File: config.mk
export PLATFORM = sky130hd
export DESIGN_NAME = raster_bars_top
export DESIGN_NICKNAME = d
export VERILOG_FILES = /design/src/raster_pkg.sv /design/src/display_timing.sv /design/src/raster_bar_gen.sv /design/src/raster_bars_top.sv /design/src/vga_output.sv
export SDC_FILE = /design/constraint.sdc
export NUM_CORES = 1
export LEC_CHECK = 0
export ABC_CLOCK_PERIOD_IN_PS = 2900
export BUFFER_PORTS_ARGS = -buffer_cell sky130_fd_sc_hd__buf_2
export CORE_MARGIN = 4
export CORE_UTILIZATION = 61
export DETAILED_ROUTE_END_ITERATION = 7
export HOLD_SLACK_MARGIN = 0.02
export PLACE_DENSITY_LB_ADDON = 0.15
export SYNTH_ARGS = -nofsm -noshare
export SYNTH_HDL_FRONTEND = slang
export SYNTH_HIERARCHICAL = 1
export SYNTH_SLANG_ARGS = --single-unit
File: constraint.sdc
create_clock -name clk_pix -period 2.9 [get_ports clk_pix]
set_input_delay 0.145 -clock clk_pix [delete_from_list [all_inputs] [get_ports clk_pix]]
set_output_delay 0.145 -clock clk_pix [all_outputs]
set_load 0.03 [all_outputs]
File: src/raster_pkg.sv
// raster bars shared types
// colour and sync words, bar direction and the colour step

package raster_pkg;

    // screen coordinate width, wide enough for 640x480 plus blanking
    localparam int cordw = 10;

    // one colour, 4 bits per channel
    typedef struct packed {
        logic [3:0] r;  // red
        logic [3:0] g;  // green
        logic [3:0] b;  // blue
    } rgb12_t;

    // sync and data enable for one pixel
    typedef struct packed {
        logic hsync;  // horizontal sync, active low
        logic vsync;  // vertical sync, active low
        logic de;     // data enable, high in active area
    } sync_t;

    // which way the bar brightness moves
    typedef enum logic {
        dir_up   = 1'b0,  // getting brighter
        dir_down = 1'b1   // getting darker
    } bar_dir_t;

    // adds one to every channel in a single add
    localparam logic [11:0] colr_step = 12'h111;

endpackage

File: src/display_timing.sv
// display timing generator
// scans the full frame and decodes sync pulses and data enable

module display_timing import raster_pkg::*; #(
    parameter int h_res  = 640,  // active pixels per line
    parameter int h_fp   = 16,   // horizontal front porch
    parameter int h_sync = 96,   // horizontal sync width
    parameter int h_bp   = 48,   // horizontal back porch
    parameter int v_res  = 480,  // active lines per frame
    parameter int v_fp   = 10,   // vertical front porch
    parameter int v_sync = 2,    // vertical sync width
    parameter int v_bp   = 33    // vertical back porch
) (
    input  logic             clk_pix,  // pixel clock
    input  logic             arst_n,   // async active-low reset
    output logic [cordw-1:0] sx,       // horizontal position
    output logic [cordw-1:0] sy,       // vertical position
    output sync_t            sync      // sync and de for current position
);

    // line and frame totals including blanking
    localparam int h_total = h_res + h_fp + h_sync + h_bp;
    localparam int v_total = v_res + v_fp + v_sync + v_bp;

    // sync windows run from start up to but not including end
    localparam int hs_start = h_res + h_fp;
    localparam int hs_end   = h_res + h_fp + h_sync;
    localparam int vs_start = v_res + v_fp;
    localparam int vs_end   = v_res + v_fp + v_sync;

    logic line_end;   // last pixel of a line
    logic frame_end;  // last line of a frame
    logic hs_win;     // inside horizontal sync window
    logic vs_win;     // inside vertical sync window

    always_comb begin
        line_end  = (sx == h_total - 1);  // wrap point for sx
        frame_end = (sy == v_total - 1);  // wrap point for sy
    end

    // horizontal counter steps once per pixel clock
    always_ff @(posedge clk_pix or negedge arst_n) begin
        if (!arst_n) begin
            sx <= '0;
        end else if (line_end) begin
            sx <= '0;  // back to left edge
        end else begin
            sx <= sx + 1'b1;
        end
    end

    // vertical counter steps when a line wraps
    always_ff @(posedge clk_pix or negedge arst_n) begin
        if (!arst_n) begin
            sy <= '0;
        end else if (line_end) begin
            if (frame_end) begin
                sy <= '0;  // back to top of screen
            end else begin
                sy <= sy + 1'b1;
            end
        end
    end

    // sync decode in the same cycle as the counters
    always_comb begin
        hs_win     = (sx >= hs_start) && (sx < hs_end);
        vs_win     = (sy >= vs_start) && (sy < vs_end);
        sync.hsync = ~hs_win;                       // negative polarity as in 480p
        sync.vsync = ~vs_win;                       // negative polarity
        sync.de    = (sx < h_res) && (sy < v_res);  // active area only
    end

    // both counters stay inside the frame
    a_counters_in_frame : assert property (
        @(posedge clk_pix) disable iff (!arst_n)
        (sx < h_total) && (sy < v_total)
    );

endmodule

File: src/raster_bar_gen.sv
// raster bar colour sequencer
// steps the colour once per line in bands that rise and then fall
// and reloads the start state on the last line of each frame

module raster_bar_gen import raster_pkg::*; #(
    parameter int     h_res      = 640,      // active pixels per line
    parameter int     v_res      = 480,      // active lines per frame
    parameter int     v_fp       = 10,       // vertical front porch
    parameter int     v_sync     = 2,        // vertical sync width
    parameter int     v_bp       = 33,       // vertical back porch
    parameter rgb12_t start_colr = 12'h126,  // colour at top of frame
    parameter int     colr_num   = 10,       // colour steps per band
    parameter int     line_num   = 2         // lines per colour
) (
    input  logic             clk_pix,  // pixel clock
    input  logic             arst_n,   // async active-low reset
    input  logic [cordw-1:0] sx,       // horizontal position
    input  logic [cordw-1:0] sy,       // vertical position
    output rgb12_t           bar_colr  // colour for the current line
);

    localparam int v_total = v_res + v_fp + v_sync + v_bp;  // lines incl blanking
    localparam int colr_cw = $clog2(colr_num) + 1;          // colour counter width
    localparam int line_cw = $clog2(line_num) + 1;          // line counter width

    bar_dir_t           bar_dir;   // brightness direction
    logic [colr_cw-1:0] cnt_colr;  // colours done in this band
    logic [line_cw-1:0] cnt_line;  // lines done in this colour
    logic               line_upd;  // first blanking pixel of a line
    logic               last_line; // last line of the frame
    logic               colr_done; // all lines of this colour shown
    logic               band_done; // all colours of this band shown
    rgb12_t             colr_next; // colour one step on

    always_comb begin
        line_upd  = (sx == h_res);
        last_line = (sy == v_total - 1);
        colr_done = (cnt_line == line_cw'(line_num - 1));
        band_done = (cnt_colr == colr_cw'(colr_num - 1));
        if (bar_dir == dir_up) begin
            colr_next = rgb12_t'(bar_colr + colr_step);  // brighter
        end else begin
            colr_next = rgb12_t'(bar_colr - colr_step);  // darker
        end
    end

    // band sequencer acts once per line at start of blanking
    always_ff @(posedge clk_pix or negedge arst_n) begin
        if (!arst_n) begin
            bar_colr <= start_colr;
            bar_dir  <= dir_up;
            cnt_colr <= '0;
            cnt_line <= '0;
        end else if (line_upd) begin
            if (last_line) begin
                // reload so the next frame starts like the first
                bar_colr <= start_colr;
                bar_dir  <= dir_up;
                cnt_colr <= '0;
                cnt_line <= '0;
            end else if (colr_done) begin
                cnt_line <= '0;
                if (band_done) begin
                    // reverse and hold colour for one more group
                    bar_dir  <= (bar_dir == dir_up) ? dir_down : dir_up;
                    cnt_colr <= '0;
                end else begin
                    bar_colr <= colr_next;           // next shade
                    cnt_colr <= cnt_colr + 1'b1;
                end
            end else begin
                cnt_line <= cnt_line + 1'b1;  // same colour on the next line
            end
        end
    end

    // step count stays bounded so no channel wraps
    a_step_bound : assert property (
        @(posedge clk_pix) disable iff (!arst_n)
        cnt_colr <= colr_cw'(colr_num - 1)
    );

endmodule

File: src/raster_bars_top.sv
// raster bars top level
// sets screen and band shape, connects timing, bar generator and output

module raster_bars_top import raster_pkg::*; #(
    parameter int     h_res      = 640,      // active pixels per line
    parameter int     h_fp       = 16,       // horizontal front porch
    parameter int     h_sync     = 96,       // horizontal sync width
    parameter int     h_bp       = 48,       // horizontal back porch
    parameter int     v_res      = 480,      // active lines per frame
    parameter int     v_fp       = 10,       // vertical front porch
    parameter int     v_sync     = 2,        // vertical sync width
    parameter int     v_bp       = 33,       // vertical back porch
    parameter rgb12_t start_colr = 12'h126,  // blue bars, 12'h640 gives gold
    parameter int     colr_num   = 10,       // colour steps per band
    parameter int     line_num   = 2         // lines per colour
) (
    input  logic   clk_pix,    // pixel clock
    input  logic   arst_n,     // async reset, active low
    output logic   vga_hsync,  // VGA horizontal sync
    output logic   vga_vsync,  // VGA vertical sync
    output rgb12_t vga_colr    // VGA colour, 4 bits per channel
);

    logic [cordw-1:0] sx;        // horizontal position
    logic [cordw-1:0] sy;        // vertical position
    sync_t            sync;      // sync and de, same cycle as sx/sy
    rgb12_t           bar_colr;  // line colour before blanking

    display_timing #(
        .h_res  (h_res),
        .h_fp   (h_fp),
        .h_sync (h_sync),
        .h_bp   (h_bp),
        .v_res  (v_res),
        .v_fp   (v_fp),
        .v_sync (v_sync),
        .v_bp   (v_bp)
    ) timing0 (
        .clk_pix (clk_pix),
        .arst_n  (arst_n),
        .sx      (sx),
        .sy      (sy),
        .sync    (sync)
    );

    raster_bar_gen #(
        .h_res      (h_res),
        .v_res      (v_res),
        .v_fp       (v_fp),
        .v_sync     (v_sync),
        .v_bp       (v_bp),
        .start_colr (start_colr),
        .colr_num   (colr_num),
        .line_num   (line_num)
    ) bars0 (
        .clk_pix  (clk_pix),
        .arst_n   (arst_n),
        .sx       (sx),
        .sy       (sy),
        .bar_colr (bar_colr)
    );

    // one clock from pixel position to pins
    vga_output out0 (
        .clk_pix   (clk_pix),
        .arst_n    (arst_n),
        .sync      (sync),
        .bar_colr  (bar_colr),
        .vga_hsync (vga_hsync),
        .vga_vsync (vga_vsync),
        .vga_colr  (vga_colr)
    );

endmodule

File: src/vga_output.sv
// VGA output stage
// blanks the colour outside the active area and registers the pins

module vga_output import raster_pkg::*; (
    input  logic   clk_pix,    // pixel clock
    input  logic   arst_n,     // async reset, active low
    input  sync_t  sync,       // sync and de from timing
    input  rgb12_t bar_colr,   // colour for the current line
    output logic   vga_hsync,  // registered hsync
    output logic   vga_vsync,  // registered vsync
    output rgb12_t vga_colr    // registered colour
);

    rgb12_t disp_colr;  // colour after blanking

    // black everywhere except the active area
    always_comb begin
        if (sync.de) begin
            disp_colr = bar_colr;
        end else begin
            disp_colr = '0;
        end
    end

    // one register stage, so pins change cleanly on the clock edge
    always_ff @(posedge clk_pix or negedge arst_n) begin
        if (!arst_n) begin
            vga_hsync <= 1'b1;  // inactive level
            vga_vsync <= 1'b1;  // inactive level
            vga_colr  <= '0;
        end else begin
            vga_hsync <= sync.hsync;
            vga_vsync <= sync.vsync;
            vga_colr  <= disp_colr;
        end
    end

    // colour pins dark one cycle after de was low
    a_blank_out : assert property (
        @(posedge clk_pix) disable iff (!arst_n)
        !sync.de |=> (vga_colr == '0)
    );

endmodule

## Word-level counts from Yosys, hierarchy flattened

Index checks and enable logic that the tools add are counted.

- $add $sub $neg: 6
- Order comparisons: 6
- Equality and inequality tests: 6
- Mux-type cells: 16
- Bitwise operators: 2
- Reductions and logical operators: 8

Operators by type and width:

| operator | count |
|---|---|
| $mux 12 | 5 |
| $eq 10x10->1 const B | 3 |
| $add 10x1->10 const B | 2 |
| $lt 10x10->1 const B | 2 |
| $lt 10x9->1 const B | 2 |
| $mux 10 | 2 |
| $mux 5 | 3 |
| $add 12x9->12 const B | 1 |
| $sub 12x9->12 const B | 1 |
| $ge 10x10->1 const B | 1 |
| $ge 10x9->1 const B | 1 |
| $reduce_and 3->1 | 2 |
| $add 5x1->5 const B | 1 |
| $eq 5x4->1 const B | 1 |
| $mux 1 | 4 |
| $mux 2 | 2 |
| $reduce_bool 2->1 | 2 |
| $logic_and 1x1->1 | 3 |
| $add 2x1->2 const B | 1 |
| $eq 2x1->1 const B | 1 |
| $ne 2x1->1 const B | 1 |
| $not 1->1 | 2 |
| $reduce_and 2->1 | 1 |

- Flip-flop bits (word level): 54
- Bits of input ports: 2
- Output and inout port bits: 14
- Word-level logic and storage cells: 57

## Logic depth before layout (Yosys ltp)

Gate-level depths: netlist of run 1.

- Depth in word-level cells: 5
- Gate-level depth with buffers: 8
- Depth with buffers taken out: 8

## Hierarchy

The synthesis of run 1 kept the hierarchy.

Modules (own cells, without submodules):

| module | times used | cells each | area an instance (um2) | seq. area each (um2) |
|---|---|---|---|---|
| raster_bar_gen | 1 | 152 | 1450.1 | 505.5 |
| display_timing | 1 | 105 | 1086.0 | 500.5 |
| vga_output | 1 | 27 | 449.2 | 352.8 |

## Worst setup path before layout of run 1

OpenSTA, ideal clock, no wires.

- Path kind: register -> register
- From: register bars0.bar_dir
- To: register bars0/bar_colr[10] (netlist name)
- Library setup time: 131 ps
- Arrival time: 1984 ps
- Required time: 2769 ps
- Slack: 784 ps
- Cell stages (with the launch flop): 9
- Buffers on the path: 0
- Clock period less this slack: 2116 ps
- Path through: dfrtp_1 -> inv_1 -> fa_1 -> nor2b_1 -> o31a_1 -> nor2_1 -> o21ai_0 -> a311o_1 -> o211ai_1

- Word-level cells in the longest chain between the ends: 4

Ends and longest elaborated chain:

| item | line | source |
|---|---|---|
| start, declared | raster_bar_gen.sv:26 | `bar_dir_t bar_dir;` |
| start signal, assigned | raster_bar_gen.sv:51 | `bar_dir <= dir_up;` |
| start signal, assigned | raster_bar_gen.sv:58 | `bar_dir <= dir_up;` |
| start signal, assigned | raster_bar_gen.sv:65 | `bar_dir <= (bar_dir == dir_up) ? dir_down : dir_up;` |
| $mux 12 | raster_bar_gen.sv:40 | `if (bar_dir == dir_up) begin` |
| $mux 12 | raster_bar_gen.sv:63 | `if (band_done) begin` |
| $mux 12 | raster_bar_gen.sv:61 | `end else if (colr_done) begin` |
| $mux 12 | raster_bar_gen.sv:55 | `if (last_line) begin` |

No other way between the ends. The select of a mux whose other input is x is not followed.
A chain may end at the register's enable or synchronous reset.

## Worst setup path after layout of run 1

- From: register bars0.bar_dir
- To: register bars0/bar_colr[10] (netlist name)

- Word-level cells in the longest chain between the ends: 4

Ends and longest elaborated chain:

| item | line |
|---|---|
| $mux 12 | raster_bar_gen.sv:40 |
| $mux 12 | raster_bar_gen.sv:63 |
| $mux 12 | raster_bar_gen.sv:61 |
| $mux 12 | raster_bar_gen.sv:55 |

No other way between the ends. The select of a mux whose other input is x is not followed.

==> results of run 1 <==
## cell usage in the layout (no fill, tap or decap), types with 7 or more instances in the layout
master and count:
inv_1 13, nor2_1 23, ha_1 16, a21oi_1 14, nand2_1 24, xnor2_1 8, and2_1 7, xor2_1 13
buf_2 15, dfrtp_1 48, and2_2 8, o21ai_0 11
## per-stage QoR
step | setup slack (ns) | power (mW) | hold slack, ns
after CTS | 0.4615 | 1.292 | 0.3682
after global placement | 0.5609 | 0.7838 | 0.1650
after floorplan | 0.7844 | 0.7675 | -0.1506
final | 0.4484 | 1.279 | 0.3599
after detailed placement | 0.4912 | 0.7841 | 0.1708
after global routing | 0.1550 | 1.333 | 0.4101
## registers in the layout, summed over array words and instances, names as in the netlist
register,cells
bars0/cnt_colr,5
bars0/bar_dir,1
bars0/cnt_line,2
out0/vga_colr,12
out0/vga_hsync,1
timing0/sy,10
bars0/bar_colr,12
timing0/sx,10
out0/vga_vsync,1
## worst register-to-register path: stages, from the launching register on
cell and delay (ns):
dfrtp_1 0.60, inv_1 0.25, fa_1 0.46, nor2b_1 0.16, o31a_1 0.15, nor2_1 0.07
o21ai_0 0.34, a311o_1 0.22, o211ai_1 0.09
## final cells by class
type	count	area, µm²	area share, %
clock inverter	3	45.04	1.382
timing repair buffer	18	100.1	3.071
clock buffer	5	68.82	2.111
inverter	13	48.80	1.497
tap	67	83.83	2.572
sequential	54	1359	41.69
multi-input combinational	213	1554	47.68
## how the worst max path moves through the flow
stage / endpoint / depth (start not counted)
final: bars0/bar_colr[10] / 8
after CTS: bars0/bar_colr[11] / 8
after detailed placement: bars0/bar_colr[11] / 8
after floorplan: bars0/bar_colr[10] / 8
after global placement: bars0/bar_colr[10] / 8
after global routing: bars0/bar_colr[10] / 8
## metal layers
layer,share of wire (%),global-route usage [%],vias to the layer above
li1,-,-,1059
met1,51,27.93,1008
met2,45,30.31,26
met3,3.1,4.176,4
met4,1.0,5.420,0
met5,0,0,-
## power by group
| group | switching (mW) | internal (mW) | leakage [nW] |
|---|---|---|---|
| registers | 0 | 0.753 | 0.719 |
| clock network | 0.253 | 0.257 | 0.0504 |
| logic | 0.0142 | 0.00222 | 0.842 |
| total | 0.267 | 1.01 | 1.61 |
## repair_timing
action	CTS	global route
resized for setup	0	0
hold endpoints to repair	21	0
hold buffers	1	0
## cell families (layout without fill, tap and decap cells)
group                    count (synthesis)  count (layout)
adder cells (fa/ha/maj)                 17              17
XOR/XNOR                                21              21
multiplexers                             3               3
flip-flops                              54              54
AND/OR/NAND/NOR                        113             113
AO/OA/AOI/OAI                           59              59
buffers and inverters                   17              39
==> flow_summary.json, run 1 <==
{
  "clock_path_buffers": 2,
  "synth_cells": 284,
  "cts_setup_buffers": 0,
  "async_flop_share_pct": 100.0,
  "wl_per_cell_um": 14.59,
  "nNetsFinal": 324,
  "rsz0062_at_grt": "no",
  "nFillCells": 373,
  "synthFlopType": "dfrtp_1",
  "instances_no_fill": 373,
  "power_density_nw_per_um2": 392.4,
  "synth_area_leaders": "dfrtp_1 40%, ha_1 6.7%, dfstp_2 5.3%, xor2_1 3.8%, nand2_1 3.0%",
  "gp_congestion": 0.8526,
  "required_ns": 3.09,
  "peakVddDrop_uv": 298.3,
  "hold_viol_final": 0,
  "synth_top_family_by_area": "simple AND/OR/NAND/NOR gates",
  "power.static_leakage_nw": 1.611,
  "gr-usage-all-layers_pct": 19.59,
  "crit_slowest_cell": "dfrtp_1",
  "criticalPathCategory": "reg -> reg",
  "tritoncts": "built",
  "fin_skew_ns": 0.006365,
  "cpLargestDelayFamily": "compound AO/OA/AOI/OAI gates",
  "antenna_found_initial": 0,
  "drc_errors": 0,
  "synth.avg_cell_area_um2": 10.51,
  "synth_fa_ha_area_share_pct": 7.376,
  "grt-ovfl-total": 0,
  "muxShareOfSynthArea_pct": 1.090,
  "ys_types": 60,
  "start_util_pct": 63.21,
  "synth-edff-count": 0,
  "stdcell_area_um2": 3259,
  "crit_buf_inv": 1,
  "rrSetupSlack_ns": 0.45,
  "synth_common_cells": "48 x dfrtp_1, 24 x nand2_1, 23 x nor2_1",
  "htreeDepth": 2,
  "grt_pass1_vias": 2037,
  "io_pins": 16,
  "routed_via_density": 5.622,
  "numCtsBuffers": 5,
  "drive_gt1_share_pct": 17.32,
  "drv_slew": 0,
  "tightest_slew_ns": 0.5761,
  "clkLatencyLatePin_ns": 0.31,
  "path_cells": "inv_1 > fa_1 > nor2b_1 > o31a_1 > nor2_1 > o21ai_0 > a311o_1 > o211ai_1",
  "synth_xor_area_share_pct": 6.161,
  "max-cap-violations": 0,
  "cts.clk_slew.worst_paths_ns": 0.10,
  "worstPathMaxFanout": 12,
  "slowest_delay_ns": 0.60,
  "fin_setup_tns_ns": 0,
  "reg2regPathDepth": 8,
  "port_buffers": 15,
  "worst_r2r_endpoint": "bars0/bar_colr[10]",
  "drt-pass1-iter-count": 4,
  "placed_area_um2": 3136,
  "detailed_place_hpwl_um": 3883,
  "dp.cells": 364,
  "diodes": 0,
  "num_vias": 2097,
  "worstReg2RegStart": "bars0/bar_dir",
  "yosys.area.top_type": "dfrtp_1",
  "fin_crit_ns": 2.452,
  "fin_crit_sh_pct": 84.54,
  "crit_path_end_kind": "register",
  "synthMostInstantiatedCell": "dfrtp_1",
  "max_slew_margin_pct": 61.60,
  "clock-sinks": 54,
  "die_area_um2": 6077,
  "drtAntennaViolNets": 0,
  "die_w_um": 77.96,
  "ys_ff_latch": 54,
  "syn2layout_area_growth_pct": 9.179,
  "cts_root_buffer": "clkbuf_8",
  "setup_viol_count_final": 0,
  "start_kind": "register",
  "fin_util_pct": 69.01,
  "critPathLaunch": "bars0/bar_dir",
  "status": "complete, no violations",
  "core_region_area_um2": 4723,
  "wirelength_um": 5442,
  "yosys.area.top_type_share_pct": 40.23,
  "grt_pass1_wl_um": 9522,
  "fmax_mhz": 407.9,
  "die_h_um": 77.96,
  "syn_nets": 303,
  "synth-simple-area-share_pct": 24.06,
  "drt_iter0_markers": 144,
  "ys_seq_area_share_pct": 45.52,
  "hold_path.class": "in -> async",
  "netlist_area_um2": 2985,
  "cp.arrival_ns": 2.65,
  "num_rows": 25,
  "synth_compound_area_share_pct": 13.37,
  "ys_warn_count": 6,
  "grt_max_degree": 30
}
(Power assumes the default switching activity.)
==> run 2: changes to the inputs <==
ABC_CLOCK_PERIOD_IN_PS = 2300   (was 2900)
clock period = 2.3 ns   (was 2.9 ns; I/O delays follow)
==> run 2 against run 1 <==
- fmax increased by 12%
- register-to-register slack got worse by 0.33 ns
- total power increased by 27%
- critical path depth decreased by 1
- worst hold slack got worse by 0.14 ns
- wire length increased by 4.5%
- sequential share of layout area decreased by 0.45 points
- via count increased by 2.1%
- core utilization increased by 0.82 points
- die area unchanged
- clock skew increased by 0.00089 ns
- setup slack got worse by 0.33 ns
- critical path type unchanged
- largest cell class unchanged
==> flow_summary.json, run 2 (same netlist as run 1, synthesis figures left out) <==
{
  "fin_setup_tns_ns": 0,
  "drc_errors": 0,
  "die_area_um2": 6077,
  "max-cap-violations": 0,
  "fin_crit_sh_pct": 95.06,
  "status": "complete, no violations",
  "drt_iter0_markers": 122,
  "antenna_found_initial": 0,
  "die_w_um": 77.96,
  "reg2regPathDepth": 7,
  "start_kind": "register",
  "fin_ws_ns": 0.1136,
  "crit_slowest_cell": "dfrtp_2",
  "hold_viol_final": 0,
  "wirelength_um": 5685,
  "htreeDepth": 2,
  "clock_path_buffers": 2,
  "tritoncts": "built",
  "cts_root_buffer": "clkbuf_8",
  "worstReg2RegStart": "bars0/bar_dir",
  "crit_buf_inv": 0,
  "cp.arrival_ns": 2.44,
  "worst_r2r_endpoint": "bars0/bar_colr[11]",
  "drv_slew": 0,
  "stdcell_area_um2": 3298,
  "gp_congestion": 0.8578,
  "fin_crit_ns": 2.186,
  "detailed_place_hpwl_um": 3999,
  "numCtsBuffers": 5,
  "diodes": 0,
  "max_slew_margin_pct": 72.78,
  "power_density_nw_per_um2": 491.5,
  "drt-pass1-iter-count": 4,
  "routed_via_density": 5.661,
  "gr-usage-all-layers_pct": 21.23,
  "core_region_area_um2": 4723,
  "rsz0062_at_grt": "no",
  "instances_no_fill": 378,
  "largestRegisters": "bars0/bar_colr: 12 flops, out0/vga_colr: 12 flops",
  "drive_gt1_share_pct": 18.97,
  "cpLargestDelayFamily": "compound AO/OA/AOI/OAI gates",
  "path_cells": "ha_1 > o21ai_0 > a221oi_2 > nand2_1 > o31a_1 > a211o_1 > o21ai_1",
  "layout_common_cells": "47 x dfrtp_1, 24 x nand2_1, 23 x nor2_1",
  "dp_slack_ns": 0.09528,
  "placed_area_um2": 3173,
  "slowest_delay_ns": 0.48,
  "num_rows": 25,
  "fmax_mhz": 457.4,
  "cts.clk_slew.worst_paths_ns": 0.10,
  "grt_pass1_vias": 2170,
  "die_h_um": 77.96,
  "num_vias": 2140,
  "fin_skew_ns": 0.007256,
  "grt_pass1_wl_um": 10140,
  "criticalPathCategory": "reg -> reg",
  "dp.cells": 369,
  "io_pins": 16,
  "start_util_pct": 63.21,
  "tightest_slew_ns": 0.4070,
  "setup_viol_count_final": 0,
  "clkLatencyLatePin_ns": 0.31,
  "port_buffers": 15,
  "rrSetupSlack_ns": 0.11,
  "hold_path.class": "in -> async",
  "drtAntennaViolNets": 0,
  "clock-sinks": 54,
  "peakVddDrop_uv": 252.8,
  "wl_per_cell_um": 15.04,
  "required_ns": 2.55,
  "nNetsFinal": 329,
  "grt_max_degree": 26,
  "syn2layout_area_growth_pct": 10.48,
  "grt-ovfl-total": 0,
  "worstPathMaxFanout": 8,
  "crit_path_end_kind": "register",
  "layout.cells.most_common": "dfrtp_1",
  "power.static_leakage_nw": 1.634
}
[run 2: layout make-up]
class                           count  area (µm²)
Multi-Input combinational cell    213        1554
Fill cell                         359        1425
Sequential cell                    54        1360
Timing Repair Buffer               23       137.6
Tap cell                           67       83.83
Clock buffer                        5       68.82
Inverter                           13       48.80
Clock inverter                      3       45.04
[run 2: stage by stage]
step / util [%] / power [mW] / hold slack, ns
after global placement: 67.18 / 0.9897 / 0.02785
after floorplan: - / 0.9678 / -0.1806
after global routing: 69.83 / 1.685 / 0.2426
after detailed placement: 67.18 / 0.9903 / 0.03229
after CTS: 69.80 / 1.643 / 0.2189
final: 69.83 / 1.621 / 0.2154
[run 2: routing by layer]
layer,GRT usage (%),part of all wire [%]
met1,29.55,49
met5,0,0
met2,32.02,45
met4,8.217,2.0
met3,5.220,3.9
[run 2: worst max-delay path by stage]
stage | startpoint | end | cells past startpoint | slack [ns]
final | bars0/bar_dir | bars0/bar_colr[11] | 7 | 0.11
after global routing | bars0/bar_dir | bars0/bar_colr[7] | 7 | 0.01
after CTS | bars0/bar_dir | bars0/bar_colr[10] | 8 | 0.06
after detailed placement | bars0/bar_dir | bars0/bar_colr[10] | 8 | 0.1
after global placement | bars0/bar_dir | bars0/bar_colr[10] | 8 | 0.15
after floorplan | bars0/bar_dir | bars0/bar_colr[10] | 8 | 0.18
[run 2: power breakdown]
| group | internal, mW | leakage [nW] | switching (mW) |
|---|---|---|---|
| Combinational | 0.00393 | 0.866 | 0.0182 |
| Clock | 0.324 | 0.0504 | 0.326 |
| Sequential | 0.949 | 0.717 | 0 |
[run 2: what timing repair did]
item,CTS,global route
buffers inserted,0,0
hold buffers,1,0
gates resized for setup,0,2
hold endpoints to repair,12,0
setup endpoints to repair,0,4
[run 2: worst reg2reg max path, stage by stage (launching register included)]
cell	delay [ns]
dfrtp_2	0.48
ha_1	0.40
o21ai_0	0.14
a221oi_2	0.32
nand2_1	0.11
o31a_1	0.31
a211o_1	0.30
o21ai_1	0.07
==> run 3: changes to the inputs <==
ABC_CLOCK_PERIOD_IN_PS = 2600   (was 2300)
CORE_UTILIZATION = 65   (was 61)
clock period = 2.6 ns   (was 2.3 ns; I/O delays follow)
==> run 3 against run 2 <==
- clock power fell by 25%
- register-to-register slack improved by 0.18 ns
- setup slack improved by 0.18 ns
- highest routed layer unchanged
- critical endpoint is now bars0/bar_colr[10]
- critical path type unchanged
==> flow_summary.json, run 3 (same netlist as run 1, synthesis figures left out) <==
{
  "p_int_mw": 1.057,
  "status": "complete, no violations",
  "power_density_nw_per_um2": 415.1,
  "grt_max_degree": 33,
  "grt_pass1_vias": 2100,
  "cp.arrival_ns": 2.53,
  "tritoncts": "built",
  "fin_skew_ns": 0.01047,
  "max_slew_margin_pct": 67.60,
  "p_comb_share_pct": 1.3,
  "die_h_um": 75.77,
  "instances_no_fill": 360,
  "hold_viol_final": 0,
  "drive_gt1_share_pct": 17.86,
  "fmax_mhz": 433.5,
  "max-cap-violations": 0,
  "nNetsFinal": 326,
  "gp_congestion": 0.8750,
  "start_kind": "register",
  "crit_path_end_kind": "register",
  "grt-ovfl-total": 0,
  "largestRegisters": "bars0/bar_colr: 12 flops, out0/vga_colr: 12 flops",
  "tightest_slew_ns": 0.4860,
  "drtAntennaViolNets": 0,
  "gr-usage-all-layers_pct": 21.98,
  "rsz0062_at_grt": "no",
  "drt-pass1-iter-count": 4,
  "drc_errors": 0,
  "setup_viol_count_final": 0,
  "pwr-share-clk_pct": 36.2,
  "start_util_pct": 67.63,
  "cts_root_buffer": "clkbuf_8",
  "die_w_um": 75.77,
  "layout.cells.most_common": "dfrtp_1",
  "antenna_found_initial": 0,
  "io_pins": 16,
  "clock-sinks": 54,
  "clkLatencyLatePin_ns": 0.31,
  "power.switching_uw": 286.8,
  "diodes": 0,
  "die_area_um2": 5741,
  "num_vias": 2149,
  "cts_resized": 0,
  "dp.cells": 351,
  "detailed_place_hpwl_um": 3987,
  "pwr-share-seq_pct": 62.5,
  "fin_crit_sh_pct": 88.73,
  "num_rows": 24,
  "layout_common_cells": "48 x dfrtp_1, 24 x nand2_1, 23 x nor2_1",
  "peakVddDrop_uv": 339.4,
  "grt_pass1_wl_um": 9522,
  "core_region_area_um2": 4414,
  "syn2layout_area_growth_pct": 8.424,
  "fin_util_pct": 73.33,
  "htreeDepth": 2,
  "fin_setup_tns_ns": 0,
  "wl_per_cell_um": 15.37,
  "numCtsBuffers": 5,
  "fin_crit_ns": 2.307,
  "wirelength_um": 5534,
  "sw_frac_of_total_pct": 21.35,
  "worstPathMaxFanout": 8,
  "drt_iter0_markers": 108,
  "power.static_leakage_nw": 1.619,
  "clock_path_buffers": 2,
  "routed_via_density": 5.969,
  "required_ns": 2.82,
  "nFillCells": 315,
  "criticalPathCategory": "reg -> reg",
  "hold_path.class": "in -> async",
  "drv_slew": 0,
  "port_buffers": 15,
  "cts.clk_slew.worst_paths_ns": 0.10
}
==> run 3: cell count changes in the layout (fill, tap and decap cells not counted), sizes merged <==
| cell | previous run | this run |
|---|---|---|
| buf | 22 | 19 |
| bufinv | 1 | 0 |
| clkbuf | 5 | 6 |
| clkinv | 0 | 1 |
| clkinvlp | 2 | 1 |
==> run 3: final cells by class <==
class	count	area [µm²]	area share, %
Multi-Input combinational cell	213	1554	48.01
Sequential cell	54	1359	41.98
Timing Repair Buffer	20	115.1	3.556
Clock buffer	6	82.58	2.551
Tap cell	52	65.06	2.010
Inverter	13	48.80	1.508
Clock inverter	2	12.51	0.3865
==> run 3: final timing paths <==
check | start | endpoint | slack (ns) | cells past startpoint
max in group asynchronous | arst_n | out0/vga_vsync | 1.49 | 3
min in group clk_pix | bars0/cnt_line[1] | bars0/cnt_line[1] | 0.51 | 1
max | bars0/bar_dir | bars0/bar_colr[10] | 0.29 | 8
min | arst_n | timing0/sx[6] | 0.31 | 2
min reg2reg | bars0/cnt_line[1] | bars0/cnt_line[1] | 0.51 | 1
max reg2reg | bars0/bar_dir | bars0/bar_colr[10] | 0.29 | 8
==> run 3: layer usage <==
metal	wire (µm)	global-route usage [%]
met1	2632	30.70
met2	2556	34.22
met3	262	3.958
met4	81	7.961
met5	0	0
==> run 3: per-stage QoR <==
| step | hold slack, ns | total power, mW | cell area [µm²] | setup slack, ns |
|---|---|---|---|---|
| detailed placement | 0.1193 | 0.8740 | 3132 | 0.3710 |
| global placement | 0.1229 | 0.8741 | 3132 | 0.4220 |
| finish | 0.3053 | 1.344 | 3237 | 0.2930 |
| CTS | 0.3171 | 1.357 | 3237 | 0.3353 |
| global route | 0.3451 | 1.404 | 3237 | 0.1241 |
| floorplan | -0.1656 | 0.8561 | 2985 | 0.4844 |
==> run 3: power by group through the flow <==
stage          Clock, mW  Sequential [mW]  Combinational (mW)
3_5_place_dp           0            0.856              0.0182
2_1_floorplan          0            0.856         0.000000763
6_report           0.486            0.840              0.0178
3_3_place_gp           0            0.856              0.0183
4_1_cts            0.499            0.840              0.0193
5_1_grt            0.543            0.840              0.0216
==> run 3: critical path, cell delays in order, from the launching register on <==
cell and delay (ns):
dfrtp_1 0.44, inv_1 0.18, fa_1 0.43, nor2b_1 0.17, o31a_1 0.17, nor2_1 0.07
o21ai_0 0.40, a31oi_1 0.16, o211ai_1 0.21
==> run 3: repair_timing <==
| action | in CTS | in global routing |
|---|---|---|
| endpoints found under the hold margin | 19 | 0 |
| hold buffers | 1 | 0 |
| buffers inserted | 0 | 0 |
